==> config.mk <==
export PLATFORM = sky130hd
export DESIGN_NAME = ddr2_cpu_if_top
export DESIGN_NICKNAME = d
export VERILOG_FILES = /design/src/common/ddr2_cpu_pkg.sv /design/src/ddr2_ctrl_regs/ddr2_ctrl_regs.sv /design/src/ddr2_mem_window/ddr2_mem_window.sv /design/src/rtl/ddr2_bus_arbiter.sv /design/src/rtl/ddr2_cpu_if_top.sv /design/src/rtl/ddr2_wb_decode.sv
export SDC_FILE = /design/constraint.sdc
export NUM_CORES = 1
export LEC_CHECK = 0
export BUFFER_PORTS_ARGS = -buffer_cell sky130_fd_sc_hd__buf_2
export CORE_ASPECT_RATIO = 0.6
export CORE_UTILIZATION = 50
export CTS_CLUSTER_DIAMETER = 120
export DETAILED_ROUTE_END_ITERATION = 8
export PLACE_DENSITY = 0.86
export SKIP_LAST_GASP = 1
export SLEW_MARGIN = 20
export SYNTH_ARGS = -nofsm -noshare
export SYNTH_HDL_FRONTEND = slang
export SYNTH_SLANG_ARGS = --single-unit
==> constraint.sdc <==
create_clock -name wb_clk_i -period 10.6 [get_ports wb_clk_i]
set_input_delay 2.12 -clock wb_clk_i [delete_from_list [all_inputs] [get_ports wb_clk_i]]
set_output_delay 2.12 -clock wb_clk_i [all_outputs]
set_load 0.005 [all_outputs]
==> src/common/ddr2_cpu_pkg.sv <==
package ddr2_cpu_pkg;

  // Register indices, taken from word address bits 3 to 1.
  localparam logic [2:0] REG_PHY_READY = 3'd0;
  localparam logic [2:0] REG_SOFT_ADDR = 3'd1;
  localparam logic [2:0] REG_RESET     = 3'd2;
  localparam logic [2:0] REG_BUS_RQST  = 3'd3;
  localparam logic [2:0] REG_BUS_GRNTD = 3'd4;
  localparam logic [2:0] REG_WIN_ERR   = 3'd5;

  // Byte address bit 16 picks the region, 0 for registers and 1 for the window.
  localparam int WIN_SEL_BIT = 16;

  // Word offset bits inside the window, byte address bits 15 to 1.
  localparam int WIN_OFS_BITS = 15;

  // Single-word command toward the DDR2 controller.
  typedef struct packed {
    logic        valid;
    logic        we;
    logic [1:0]  sel;
    logic [31:0] addr;
    logic [15:0] wdata;
  } mem_cmd_t;

  // Response from the DDR2 controller.
  typedef struct packed {
    logic        ready;  // Command accepted this cycle.
    logic        rvalid; // Read data is valid.
    logic [15:0] rdata;
  } mem_rsp_t;

endpackage

==> src/ddr2_ctrl_regs/ddr2_ctrl_regs.sv <==
module ddr2_ctrl_regs
  import ddr2_cpu_pkg::*;
#(
  parameter int SOFT_ADDR_BITS = 12
) (
  input  logic                      wb_clk_i,
  input  logic                      wb_rst_i,
  input  logic                      wb_cyc_i,
  input  logic                      wb_stb_i,
  input  logic                      wb_we_i,
  input  logic [1:0]                wb_sel_i,
  input  logic [31:0]               wb_adr_i,
  input  logic [15:0]               wb_dat_i,
  output logic [15:0]               wb_dat_o,
  output logic                      wb_ack_o,
  input  logic                      phy_ready_i,
  output logic [SOFT_ADDR_BITS-1:0] soft_addr_o,
  output logic                      ddr2_reset_o,
  output logic                      bus_rqst_o,
  input  logic                      bus_grntd_i,
  input  logic                      win_err_set_i
);

  logic [2:0]  reg_idx;
  logic        access;
  logic        wr_lane0;
  logic        win_err_q;
  logic [15:0] rd_mux;
  logic [15:0] lane_mask;
  logic [15:0] soft_ext;
  logic [15:0] soft_wr;

  assign reg_idx  = wb_adr_i[3:1];
  assign access   = wb_cyc_i & wb_stb_i & ~wb_ack_o; // Blocks a second ack.
  assign wr_lane0 = access & wb_we_i & wb_sel_i[0];

  // Byte lanes above the register width drop out in the truncation.
  assign lane_mask = {{8{wb_sel_i[1]}}, {8{wb_sel_i[0]}}};
  assign soft_ext  = 16'(soft_addr_o);
  assign soft_wr   = (soft_ext & ~lane_mask) | (wb_dat_i & lane_mask);

  always_comb begin
    case (reg_idx)
      REG_PHY_READY: rd_mux = {15'd0, phy_ready_i};
      REG_SOFT_ADDR: rd_mux = soft_ext;
      REG_BUS_RQST:  rd_mux = {15'd0, bus_rqst_o};
      REG_BUS_GRNTD: rd_mux = {15'd0, bus_grntd_i};
      REG_WIN_ERR:   rd_mux = {15'd0, win_err_q};
      default:       rd_mux = 16'h0000; // Reset register reads zero too.
    endcase
  end

  always_ff @(posedge wb_clk_i) begin
    if (wb_rst_i) begin
      wb_ack_o     <= 1'b0;
      ddr2_reset_o <= 1'b0;
      soft_addr_o  <= '0;
      bus_rqst_o   <= 1'b0;
      win_err_q    <= 1'b0;
    end else begin
      wb_ack_o     <= access;
      ddr2_reset_o <= wr_lane0 && reg_idx == REG_RESET && wb_dat_i[0];
      if (access && wb_we_i && reg_idx == REG_SOFT_ADDR) begin
        soft_addr_o <= soft_wr[SOFT_ADDR_BITS-1:0];
      end
      if (wr_lane0 && reg_idx == REG_BUS_RQST) begin
        bus_rqst_o <= wb_dat_i[0];
      end
      if (win_err_set_i) begin
        win_err_q <= 1'b1; // A new error wins over a clear.
      end else if (wr_lane0 && reg_idx == REG_WIN_ERR && wb_dat_i[0]) begin
        win_err_q <= 1'b0;
      end
    end
  end

  // Read data is sampled on the strobe edge.
  always_ff @(posedge wb_clk_i) begin
    if (access) begin
      wb_dat_o <= rd_mux;
    end
  end

endmodule

==> src/ddr2_mem_window/ddr2_mem_window.sv <==
module ddr2_mem_window
  import ddr2_cpu_pkg::*;
#(
  parameter int SOFT_ADDR_BITS = 12
) (
  input  logic                      wb_clk_i,
  input  logic                      wb_rst_i,
  input  logic                      wb_cyc_i,
  input  logic                      wb_stb_i,
  input  logic                      wb_we_i,
  input  logic [1:0]                wb_sel_i,
  input  logic [31:0]               wb_adr_i,
  input  logic [15:0]               wb_dat_i,
  output logic [15:0]               wb_dat_o,
  output logic                      wb_ack_o,
  input  logic [SOFT_ADDR_BITS-1:0] soft_addr_i,
  input  logic                      phy_ready_i,
  input  logic                      grant_i,
  output mem_cmd_t                  cmd_o,
  input  mem_rsp_t                  rsp_i,
  output logic                      err_set_o
);

  typedef enum logic [1:0] {
    ST_IDLE,
    ST_ISSUE,
    ST_WAIT_RD,
    ST_ACK
  } win_state_t;

  win_state_t  state_q;
  logic        start;
  logic        refuse;
  logic [31:0] mem_addr;

  assign start    = wb_cyc_i & wb_stb_i;
  assign refuse   = ~grant_i | ~phy_ready_i;
  assign mem_addr = 32'({soft_addr_i, wb_adr_i[WIN_OFS_BITS:1]}); // Page, then word offset.
  assign wb_ack_o = (state_q == ST_ACK);

  always_ff @(posedge wb_clk_i) begin
    if (wb_rst_i) begin
      state_q     <= ST_IDLE;
      cmd_o.valid <= 1'b0;
      err_set_o   <= 1'b0;
    end else begin
      err_set_o <= 1'b0;
      case (state_q)
        ST_IDLE: begin
          if (start && refuse) begin
            wb_dat_o  <= 16'h0000;
            err_set_o <= 1'b1;
            state_q   <= ST_ACK;
          end else if (start) begin
            cmd_o.valid <= 1'b1;
            cmd_o.we    <= wb_we_i;
            cmd_o.sel   <= wb_sel_i;
            cmd_o.addr  <= mem_addr;
            cmd_o.wdata <= wb_dat_i;
            state_q     <= ST_ISSUE;
          end
        end
        ST_ISSUE: begin
          if (rsp_i.ready) begin
            cmd_o.valid <= 1'b0;
            if (cmd_o.we) begin
              state_q <= ST_ACK;
            end else if (rsp_i.rvalid) begin
              wb_dat_o <= rsp_i.rdata;
              state_q  <= ST_ACK;
            end else begin
              state_q <= ST_WAIT_RD;
            end
          end
        end
        ST_WAIT_RD: begin
          if (rsp_i.rvalid) begin
            wb_dat_o <= rsp_i.rdata;
            state_q  <= ST_ACK;
          end
        end
        default: begin
          state_q <= ST_IDLE;
        end
      endcase
    end
  end

  // A pending command must not change before the controller takes it.
  a_cmd_hold: assert property (
    @(posedge wb_clk_i) disable iff (wb_rst_i)
    cmd_o.valid && !rsp_i.ready |=> cmd_o.valid && $stable(cmd_o)
  ) else $error("Window command changed while stalled.");

endmodule

==> src/rtl/ddr2_bus_arbiter.sv <==
module ddr2_bus_arbiter
  import ddr2_cpu_pkg::*;
(
  input  logic     wb_clk_i,
  input  logic     wb_rst_i,
  input  logic     cpu_rqst_i,
  output logic     cpu_grnt_o,
  input  mem_cmd_t cpu_cmd_i,
  output mem_rsp_t cpu_rsp_o,
  input  logic     fab_req_i,
  output logic     fab_gnt_o,
  input  mem_cmd_t fab_cmd_i,
  output mem_rsp_t fab_rsp_o,
  output mem_cmd_t mem_cmd_o,
  input  mem_rsp_t mem_rsp_i
);

  always_ff @(posedge wb_clk_i) begin
    if (wb_rst_i) begin
      cpu_grnt_o <= 1'b0;
      fab_gnt_o  <= 1'b0;
    end else if (cpu_grnt_o) begin
      cpu_grnt_o <= cpu_rqst_i; // Owner keeps the bus while it asks.
    end else if (fab_gnt_o) begin
      fab_gnt_o <= fab_req_i;
    end else if (cpu_rqst_i) begin
      cpu_grnt_o <= 1'b1; // CPU first on a free bus.
    end else begin
      fab_gnt_o <= fab_req_i;
    end
  end

  always_comb begin
    if (cpu_grnt_o) begin
      mem_cmd_o = cpu_cmd_i;
    end else if (fab_gnt_o) begin
      mem_cmd_o = fab_cmd_i;
    end else begin
      mem_cmd_o = '0;
    end
  end

  // Only the owner sees acceptance and read data.
  assign cpu_rsp_o = cpu_grnt_o ? mem_rsp_i : '0;
  assign fab_rsp_o = fab_gnt_o ? mem_rsp_i : '0;

  a_one_owner: assert property (
    @(posedge wb_clk_i) disable iff (wb_rst_i)
    !(cpu_grnt_o && fab_gnt_o)
  ) else $error("CPU and fabric granted at the same time.");

endmodule

==> src/rtl/ddr2_cpu_if_top.sv <==
module ddr2_cpu_if_top
  import ddr2_cpu_pkg::*;
#(
  parameter int SOFT_ADDR_BITS = 12
) (
  input  logic        wb_clk_i,
  input  logic        wb_rst_i,
  input  logic        wb_cyc_i,
  input  logic        wb_stb_i,
  input  logic        wb_we_i,
  input  logic [1:0]  wb_sel_i,
  input  logic [31:0] wb_adr_i,
  input  logic [15:0] wb_dat_i,
  output logic [15:0] wb_dat_o,
  output logic        wb_ack_o,
  input  logic        phy_ready_i,
  output logic        ddr2_reset_o,
  input  logic        fab_req_i,
  output logic        fab_gnt_o,
  input  mem_cmd_t    fab_cmd_i,
  output mem_rsp_t    fab_rsp_o,
  output mem_cmd_t    mem_cmd_o,
  input  mem_rsp_t    mem_rsp_i
);

  logic                      reg_stb;
  logic                      win_stb;
  logic                      reg_ack;
  logic                      win_ack;
  logic [15:0]               reg_dat;
  logic [15:0]               win_dat;
  logic [SOFT_ADDR_BITS-1:0] soft_addr;
  logic                      cpu_rqst;
  logic                      cpu_grnt;
  logic                      win_err_set;
  mem_cmd_t                  win_cmd;
  mem_rsp_t                  win_rsp;

  ddr2_wb_decode u_decode (
    .wb_clk_i  (wb_clk_i),
    .wb_rst_i  (wb_rst_i),
    .wb_stb_i  (wb_stb_i),
    .wb_adr_i  (wb_adr_i),
    .wb_dat_o  (wb_dat_o),
    .wb_ack_o  (wb_ack_o),
    .reg_stb_o (reg_stb),
    .win_stb_o (win_stb),
    .reg_ack_i (reg_ack),
    .reg_dat_i (reg_dat),
    .win_ack_i (win_ack),
    .win_dat_i (win_dat)
  );

  ddr2_ctrl_regs #(
    .SOFT_ADDR_BITS(SOFT_ADDR_BITS)
  ) u_regs (
    .wb_clk_i      (wb_clk_i),
    .wb_rst_i      (wb_rst_i),
    .wb_cyc_i      (wb_cyc_i),
    .wb_stb_i      (reg_stb),
    .wb_we_i       (wb_we_i),
    .wb_sel_i      (wb_sel_i),
    .wb_adr_i      (wb_adr_i),
    .wb_dat_i      (wb_dat_i),
    .wb_dat_o      (reg_dat),
    .wb_ack_o      (reg_ack),
    .phy_ready_i   (phy_ready_i),
    .soft_addr_o   (soft_addr),
    .ddr2_reset_o  (ddr2_reset_o),
    .bus_rqst_o    (cpu_rqst),
    .bus_grntd_i   (cpu_grnt),
    .win_err_set_i (win_err_set)
  );

  ddr2_mem_window #(
    .SOFT_ADDR_BITS(SOFT_ADDR_BITS)
  ) u_window (
    .wb_clk_i    (wb_clk_i),
    .wb_rst_i    (wb_rst_i),
    .wb_cyc_i    (wb_cyc_i),
    .wb_stb_i    (win_stb),
    .wb_we_i     (wb_we_i),
    .wb_sel_i    (wb_sel_i),
    .wb_adr_i    (wb_adr_i),
    .wb_dat_i    (wb_dat_i),
    .wb_dat_o    (win_dat),
    .wb_ack_o    (win_ack),
    .soft_addr_i (soft_addr),
    .phy_ready_i (phy_ready_i),
    .grant_i     (cpu_grnt),
    .cmd_o       (win_cmd),
    .rsp_i       (win_rsp),
    .err_set_o   (win_err_set)
  );

  ddr2_bus_arbiter u_arbiter (
    .wb_clk_i   (wb_clk_i),
    .wb_rst_i   (wb_rst_i),
    .cpu_rqst_i (cpu_rqst),
    .cpu_grnt_o (cpu_grnt),
    .cpu_cmd_i  (win_cmd),
    .cpu_rsp_o  (win_rsp),
    .fab_req_i  (fab_req_i),
    .fab_gnt_o  (fab_gnt_o),
    .fab_cmd_i  (fab_cmd_i),
    .fab_rsp_o  (fab_rsp_o),
    .mem_cmd_o  (mem_cmd_o),
    .mem_rsp_i  (mem_rsp_i)
  );

endmodule

==> src/rtl/ddr2_wb_decode.sv <==
module ddr2_wb_decode
  import ddr2_cpu_pkg::*;
(
  input  logic        wb_clk_i,
  input  logic        wb_rst_i,
  input  logic        wb_stb_i,
  input  logic [31:0] wb_adr_i,
  output logic [15:0] wb_dat_o,
  output logic        wb_ack_o,
  output logic        reg_stb_o,
  output logic        win_stb_o,
  input  logic        reg_ack_i,
  input  logic [15:0] reg_dat_i,
  input  logic        win_ack_i,
  input  logic [15:0] win_dat_i
);

  logic win_sel;

  assign win_sel   = wb_adr_i[WIN_SEL_BIT];
  assign reg_stb_o = wb_stb_i & ~win_sel;
  assign win_stb_o = wb_stb_i & win_sel;

  assign wb_ack_o = reg_ack_i | win_ack_i;

  always_comb begin
    if (win_ack_i) begin
      wb_dat_o = win_dat_i;
    end else if (reg_ack_i) begin
      wb_dat_o = reg_dat_i;
    end else begin
      wb_dat_o = 16'h0000;
    end
  end

  // Only one region may answer a given cycle.
  a_single_ack: assert property (
    @(posedge wb_clk_i) disable iff (wb_rst_i)
    !(reg_ack_i && win_ack_i)
  ) else $error("Register file and window acked together.");

endmodule

==> impl_metrics.env, run 1 <==
export IMPL_grt_pass1_vias=3111
export IMPL_wl_per_cell_um=16.4
export IMPL_final_setup_tns_ns=0
export IMPL_cts_tree="yes"
export IMPL_numCtsBuffers=9
export IMPL_cp_cell_sequence="buf_2 > a22o_1 > buf_2"
export IMPL_cts_clk_slew_worst_paths_ns=0.07
export IMPL_hold_viol=0
export IMPL_ys_ff_latch=96
export IMPL_final_net_count=677
export IMPL_hp_class="register to register"
export IMPL_drc=0
export IMPL_outcome="complete, no violations"
export IMPL_yosysUniqueCellTypes=43
export IMPL_fin_crit_ns=4.68
export IMPL_wl_met1_um=4590
export IMPL_met3_length_um=882
export IMPL_leakagePower_nw=2.63
export IMPL_power_switching_uw=217
export IMPL_cp_common_cell="buf_2"
export IMPL_final_cell_mix="buf_2 (199), edfxtp_1 (74), a22o_1 (58)"
export IMPL_grt_pass1_wl_um=15500
export IMPL_arrival_ns=2.56
export IMPL_async_reset_ff_frac=0
export IMPL_drv_slew=0
export IMPL_slew_headroom=0.462
export IMPL_synth_top_area_frac=0.506
export IMPL_critPathMaxStageDelay_ns=0.19
export IMPL_syn_avg_cell_area_um2=12.3
export IMPL_gp_congestion=0.835
export IMPL_r2r_start="u_arbiter.cpu_grnt_o"
export IMPL_synthFlopType="edfxtp_1"
export IMPL_place_hpwl_um=7630
export IMPL_end_kind="output port"
export IMPL_fill_cells=652
export IMPL_ir_drop_mv=0.104
export IMPL_grt_overflow=0
export IMPL_clkSinkCount=96
export IMPL_clock_power_share=0.383
export IMPL_ant_nets=0
export IMPL_synthesis_nets=488
export IMPL_finalSetupViolCount=0
export IMPL_rsz0062_at_grt="no"
export IMPL_area_delta_synth_final_pct=32.4
export IMPL_synth_area_leaders="edfxtp_1 (51%), a22o_1 (12%), dfxtp_1 (10%)"
export IMPL_yosysTopAreaCell="edfxtp_1"
export IMPL_drtIter0Drc=183
export IMPL_critPathRequiredTime_ns=8.48
export IMPL_grt_use_total=0.231
export IMPL_htreeDepth=3
export IMPL_p_comb_frac=0.140
export IMPL_final_common_cell="buf_2"
export IMPL_antenna_found_initial=1
export IMPL_wl_met2_um=5330
export IMPL_synth_area_um2=4390
export IMPL_path_max_fanout=1
export IMPL_post_route_period_util=0.441
export IMPL_maxCapViolCount=0
export IMPL_ios=216
export IMPL_postCtsSetupBuffers=0
export IMPL_ctsResizeCount=0
export IMPL_placementRows=26
export IMPL_p_int_uw=706
export IMPL_grt_max_degree=58
export IMPL_clockBufferDepth=2
export IMPL_yosysSeqAreaShare=0.607
export IMPL_maxUsedRoutingLayer="met4"
export IMPL_tightest_slew_ns=0.806
export IMPL_drive_gt1_frac=0.421
export IMPL_dr_total_vias=3522
export IMPL_slowest_stage="a22o_1"
export IMPL_ctsHoldBuffers=0
export IMPL_io_buffer_count=199
export IMPL_start_util=0.515
export IMPL_routed_wl_um=10900
export IMPL_dr_pass1_iters=4
export IMPL_syn_inst=357
export IMPL_die_height_um=74.6
export IMPL_p_per_area_nw_per_um2=159
export IMPL_p_sw_frac=0.235
export IMPL_path_class="input pin to output port"
export IMPL_num_antenna_cells=0
export IMPL_die_area_um2=9170
export IMPL_seq_power_share=0.477
export IMPL_yosys_warnings=0
export IMPL_root_buffer="clkbuf_16"
export IMPL_final_util=0.682
export IMPL_crit_path_start="fab_cmd_i[48]"
export IMPL_die_w_um=123
export IMPL_coreArea_um2=8520
export IMPL_clkLatencyLatePin_ns=0.34
export IMPL_viasPerCell=5.31
export IMPL_fmaxAchievable_mhz=214
export IMPL_cp_start_kind="input pin"
export IMPL_finClkSkew_ns=0.00566
export IMPL_synth_edf_count=74
[final timing paths]
path                                           end  slack, ns  cells past startpoint
worst max-delay path                 mem_cmd_o[48]       5.92                      3
worst min-delay path            u_window.cmd_o[38]       0.46                      0
worst max register to register  u_window.cmd_o[30]       8.34                      4
worst min register to register  u_window.cmd_o[38]       0.46                      0
[layer usage]
layer / global-route usage / up-vias
met5: 0 / -
met4: 0.0569 / 0
met3: 0.0675 / 7
met2: 0.391 / 148
met1: 0.295 / 1656
li1: - / 1711
[critical path, delay by kind of cell]
family | cells | cell delay [ns]
buf+inv | 2 | 0.24
compound gates | 1 | 0.19
[power groups by stage]
stage	sequential (mW)	clock [mW]	combinational (mW)
2_1_floorplan	0.445	0	0.0736
3_3_place_gp	0.447	0	0.122
3_5_place_dp	0.448	0	0.127
4_1_cts	0.440	0.362	0.128
5_1_grt	0.443	0.373	0.142
6_report	0.441	0.354	0.129
[synthesized netlist by cell type (3+ instances only)]
master,n
o21ai_0,3
a22o_1,58
nand2_1,42
dfxtp_1,22
and2_1,39
nor3_1,4
inv_1,5
ha_1,4
nor2_1,21
clkbuf_1,19
mux2i_1,13
edfxtp_1,74
a21boi_0,16
[metrics by stage]
step                      power (mW)  cells  hold slack (ns)  cell area [µm²]  setup slack [ns]
after floorplan                0.519    357            0.421             4390              2.92
after global placement         0.569    646            0.439             5460              5.90
after detailed placement       0.575    646            0.441             5460              5.91
after CTS                      0.930    662            0.448             5790              5.84
after global routing           0.958    663            0.478             5810              5.90
final                          0.923    663            0.455             5810              5.92
[logic make-up after synthesis]
group | count (synthesis) | share of synthesized area
flops | 96 | 0.607
buf+inv | 31 | 0.0296
fa+ha+maj | 4 | 0.0114
compound gates | 90 | 0.170
simple gates | 122 | 0.147
mux | 14 | 0.0348
[cell type report]
cell class	count	area, µm²	area share
Clock buffer	10	239	0.0411
Clock inverter	6	91.3	0.0157
Inverter	6	22.5	0.00388
Multi-Input combinational cell	230	1620	0.278
Sequential cell	96	2660	0.458
Tap cell	112	140	0.0241
Timing Repair Buffer	203	1040	0.179
Power figures use the tool's default switching activity.
==> run 2: changes to the inputs <==
Settings changed: CORE_UTILIZATION 50 to 46, PLACE_DENSITY 0.86 to 0.8.
Clock period 10.6 ns to 4.86 ns, I/O delays scaled along.
==> run 2 against run 1 <==
Net effect:
- clock skew rose by 0.0015 ns
- via count fell by 0.17%
- clock power increased by 73%
- sequential cell count unchanged
- core utilization is 5.8 points lower
- register-to-register slack got worse by 6.3 ns
- worst setup slack worse by 4.4 ns
- critical path depth is 1 higher
- combinational power grew 120%
- die area is 8.5% higher
- hold slack about the same
- critical path type is now register to output port
==> impl_metrics.env, run 2 (synthesis results as in run 1) <==
export IMPL_outcome="complete, no violations"
export IMPL_grt_max_degree=58
export IMPL_grt_pass1_wl_um=16700
export IMPL_clkSinkCount=96
export IMPL_gp_congestion=0.798
export IMPL_setup_ws_ns=1.48
export IMPL_place_hpwl_um=8080
export IMPL_die_height_um=77.7
export IMPL_num_antenna_cells=0
export IMPL_hp_class="register to register"
export IMPL_rsz0062_at_grt="no"
export IMPL_rrSetupSlack_ns=2.07
export IMPL_ant_nets=0
export IMPL_slew_headroom=0.438
export IMPL_critPathMaxStageDelay_ns=0.75
export IMPL_reg2reg_depth=4
export IMPL_area_delta_synth_final_pct=31.2
export IMPL_routed_wl_um=10800
export IMPL_dr_total_vias=3516
export IMPL_fin_crit_ns=3.38
export IMPL_start_util=0.476
export IMPL_stdcell_area_um2=5760
export IMPL_htreeDepth=3
export IMPL_placementRows=27
export IMPL_viasPerCell=5.16
export IMPL_path_max_fanout=29
export IMPL_p_comb_frac=0.151
export IMPL_ctsHoldBuffers=0
export IMPL_power_mw=1.85
export IMPL_path_delay_family="flip-flops"
export IMPL_whs_path_depth=0
export IMPL_drv_slew=0
export IMPL_root_buffer="clkbuf_16"
export IMPL_io_buffer_count=199
export IMPL_r2r_end="u_window.cmd_o[42]"
export IMPL_cts_clk_slew_worst_paths_ns=0.06
export IMPL_slowest_stage="dfxtp_1"
export IMPL_hold_viol=0
export IMPL_final_setup_tns_ns=0
export IMPL_whs_endpoint="u_window.cmd_o[42]"
export IMPL_cp_cell_sequence="nor2b_4 > buf_4 > a22o_1 > buf_2"
export IMPL_tightest_slew_ns=0.841
export IMPL_die_area_um2=9950
export IMPL_end_kind="output port"
export IMPL_numCtsBuffers=9
export IMPL_cp_start_kind="register"
export IMPL_grt_overflow=0
export IMPL_dp_slack_ns=1.80
export IMPL_p_per_area_nw_per_um2=322
export IMPL_critPathRequiredTime_ns=3.89
export IMPL_postCtsSetupBuffers=0
export IMPL_post_route_period_util=0.696
export IMPL_arrival_ns=2.41
export IMPL_final_common_cell="buf_2"
export IMPL_path_buf_inv=2
export IMPL_path_class="register to output port"
export IMPL_postPlaceCellArea_um2=5500
export IMPL_grt_use_total=0.221
export IMPL_die_w_um=128
export IMPL_final_cell_mix="buf_2 (199), edfxtp_1 (74), a22o_1 (58)"
export IMPL_antenna_found_initial=0
export IMPL_ctsResizeCount=0
export IMPL_seq_power_share=0.517
export IMPL_clock_power_share=0.331
export IMPL_finalSetupViolCount=0
export IMPL_maxCapViolCount=0
export IMPL_finClkSkew_ns=0.00717
export IMPL_ir_drop_mv=0.152
export IMPL_clockBufferDepth=2
export IMPL_drive_gt1_frac=0.412
export IMPL_clkLatencyLatePin_ns=0.33
export IMPL_ios=216
export IMPL_leakagePower_nw=2.60
export IMPL_grt_pass1_vias=3340
export IMPL_dr_pass1_iters=4
export IMPL_coreArea_um2=9220
export IMPL_p_sw_frac=0.237
export IMPL_p_int_mw=1.42
export IMPL_drc=0
export IMPL_drtIter0Drc=164
export IMPL_r2r_start="u_arbiter.cpu_grnt_o"
export IMPL_fmaxAchievable_mhz=296
export IMPL_wl_per_cell_um=15.9
export IMPL_power_switching_uw=439
export IMPL_final_net_count=677
export IMPL_cts_tree="yes"
run 2: cell count changes in the layout (fill, tap and decap cells not counted), moves of 2 or more:
cell and change:
clkbuf_1 +3, bufinv_16 -2, clkinv_1 +2, clkinvlp_4 -2
run 2: worst register-to-register path: stages (launching register included):
cell and delay (ns):
dfxtp_2 0.35, buf_4 0.49, nand2_1 0.25, nor4b_4 0.79
buf_4 0.53
run 2: power by group through the flow:
stage | Sequential, mW | Combinational [mW] | Clock [mW]
final | 0.959 | 0.281 | 0.614
after global routing | 0.964 | 0.310 | 0.666
after CTS | 0.959 | 0.280 | 0.636
after detailed placement | 0.977 | 0.279 | 0
after global placement | 0.974 | 0.268 | 0
after floorplan | 0.971 | 0.161 | 0
run 2: worst max path at each step:
stage,from,endpoint,slack (ns),cells after the start
global route,u_arbiter.fab_gnt_o,mem_cmd_o[0],1.25,4
detailed placement,u_arbiter.fab_gnt_o,mem_cmd_o[0],1.80,4
floorplan,wb_adr_i[16],u_window.wb_dat_o[0],0.47,3
global placement,u_arbiter.fab_gnt_o,mem_cmd_o[1],1.90,4
CTS,u_arbiter.fab_gnt_o,mem_cmd_o[0],1.44,4
finish,u_arbiter.fab_gnt_o,mem_cmd_o[0],1.48,4
run 2: stage by stage:
stage                     instances  hold WS, ns  utilization
after global placement          665        0.438        0.596
after floorplan                 357        0.421            -
after CTS                       681        0.455        0.624
final                           681        0.456        0.624
after global routing            681        0.471        0.624
after detailed placement        665        0.437        0.596
run 2: final cells by class:
class | instances | area (µm²)
Tap cell | 130 | 163
Sequential cell | 96 | 2660
Inverter | 6 | 22.5
Clock buffer | 12 | 236
Fill cell | 765 | 3460
Clock inverter | 4 | 21.3
Timing Repair Buffer | 203 | 1030
Multi-Input combinational cell | 230 | 1630
run 2: layer usage:
layer  track usage  up-vias  part of all wire
met3        0.0648        6             0.060
met4        0.0518        0            0.0044
met1         0.283     1677              0.45
met5             0        -                 0
li1              -     1705                 -
met2         0.371      128              0.49
==> run 3: changes to the inputs <==
Clock period 4.86 ns to 3.2 ns, I/O delays scaled along.
==> run 3 against run 2 <==
Net effect:
- die area did not move
- clock skew fell by 0.0014 ns
- critical path depth did not move
- critical path type unchanged
- sequential cell count did not move
- register-to-register slack got worse by 1.4 ns
- total power rose by 60%
- sequential power rose by 52%
- combinational power rose by 59%
- sequential share of layout area fell by 0.68 points
==> impl_metrics.env, run 3 (synthesis results as in run 1) <==
export IMPL_postPlaceCellArea_um2=5540
export IMPL_htreeDepth=3
export IMPL_dr_total_vias=3590
export IMPL_place_hpwl_um=8400
export IMPL_final_cell_count_no_fill=685
export IMPL_drc=0
export IMPL_clkSinkCount=96
export IMPL_numCtsBuffers=9
export IMPL_final_net_count=681
export IMPL_tightest_slew_ns=0.863
export IMPL_dp_cells=669
export IMPL_io_buffer_count=199
export IMPL_ctsHoldBuffers=0
export IMPL_die_area_um2=9950
export IMPL_antenna_found_initial=1
export IMPL_hp_class="register to register"
export IMPL_critPathMaxStageDelay_ns=0.55
export IMPL_end_kind="output port"
export IMPL_p_per_area_nw_per_um2=507
export IMPL_final_common_cell="buf_2"
export IMPL_ios=216
export IMPL_path_class="register to output port"
export IMPL_final_util=0.634
export IMPL_drtIter0Drc=153
export IMPL_final_cell_mix="buf_2 (199), edfxtp_1 (74), a22o_1 (58)"
export IMPL_drive_gt1_frac=0.425
export IMPL_grt_use_total=0.229
export IMPL_arrival_ns=2.06
export IMPL_fin_crit_ns=2.70
export IMPL_grt_overflow=0
export IMPL_finClkSkew_ns=0.00575
export IMPL_path_buf_inv=2
export IMPL_cts_clk_slew_worst_paths_ns=0.07
export IMPL_cts_tree="yes"
export IMPL_final_setup_tns_ns=0
export IMPL_gp_congestion=0.830
export IMPL_outcome="complete, no violations"
export IMPL_stdcell_area_um2=5840
export IMPL_area_delta_synth_final_pct=33.2
export IMPL_cp_cell_sequence="nor2b_4 > buf_4 > a22o_1 > buf_2"
export IMPL_routed_wl_um=11300
export IMPL_rsz0062_at_grt="no"
export IMPL_fmaxAchievable_mhz=371
export IMPL_clockBufferDepth=2
export IMPL_finalSetupViolCount=0
export IMPL_postCtsSetupBuffers=0
export IMPL_leakagePower_nw=2.64
export IMPL_viasPerCell=5.24
export IMPL_num_antenna_cells=0
export IMPL_wl_per_cell_um=16.5
export IMPL_hold_viol=0
export IMPL_ctsResizeCount=0
export IMPL_grt_max_degree=47
export IMPL_die_height_um=77.7
export IMPL_ant_nets=0
export IMPL_drv_slew=0
export IMPL_path_max_fanout=39
export IMPL_slew_headroom=0.424
export IMPL_grt_pass1_vias=3433
export IMPL_placementRows=27
export IMPL_critPathRequiredTime_ns=2.56
export IMPL_clkLatencyLatePin_ns=0.34
export IMPL_setup_ws_ns=0.504
export IMPL_fin_hold_ws_ns=0.462
export IMPL_cp_start_kind="register"
export IMPL_dr_pass1_iters=4
export IMPL_slowest_stage="dfxtp_2"
export IMPL_ir_drop_mv=0.315
export IMPL_maxCapViolCount=0
export IMPL_power_mw=2.96
export IMPL_coreArea_um2=9220
export IMPL_grt_pass1_wl_um=17100
export IMPL_start_util=0.476
export IMPL_post_route_period_util=0.843
export IMPL_root_buffer="clkbuf_16"
export IMPL_die_w_um=128
export IMPL_path_delay_family="flip-flops"
export IMPL_dp_slack_ns=0.750
==> run 3: cell types whose count changed in the layout (fill, tap and decap cells not counted), sizes merged <==
cell and change:
buf +4, clkbuf -1, clkinv -2, clkinvlp +2, inv +1
==> run 3: layout make-up <==
type | instances | area (µm²)
tap | 130 | 163
multi-input combinational | 230 | 1640
clock buffer | 11 | 264
fill | 749 | 3380
clock inverter | 5 | 37.5
inverter | 6 | 22.5
sequential | 96 | 2660
timing repair buffer | 207 | 1060
==> run 3: worst reg2reg max path: stages (launching register included) <==
cell     delay (ns)
dfxtp_2        0.81
buf_4          0.38
and2_1         0.58
o21ai_0        0.16
a211o_2        0.35
a21oi_1        0.14
==> run 3: routing by layer <==
metal	share of wire	routed length [µm]	global-route usage	vias up
met5	0	0	0	-
met4	0.012	131	0.0612	0
met3	0.072	817	0.0600	13
met2	0.49	5500	0.388	143
met1	0.43	4840	0.292	1724
li1	-	-	-	1710
==> run 3: where the power goes <==
group,internal (mW),switching (mW)
clock,0.598,0.463
combinational,0.212,0.233
sequential,1.42,0.0341
==> run 3: worst paths after layout <==
path / from / end / slack, ns / cells after the start
hold / removal: register / u_window.cmd_o[42] / 0.46 / 0
setup reg to reg: u_arbiter.cpu_grnt_o / u_window.state_q[0] / 0.71 / 5
hold reg to reg: register / u_window.cmd_o[42] / 0.46 / 0
setup / recovery: u_arbiter.cpu_grnt_o / mem_cmd_o[27] / 0.50 / 4
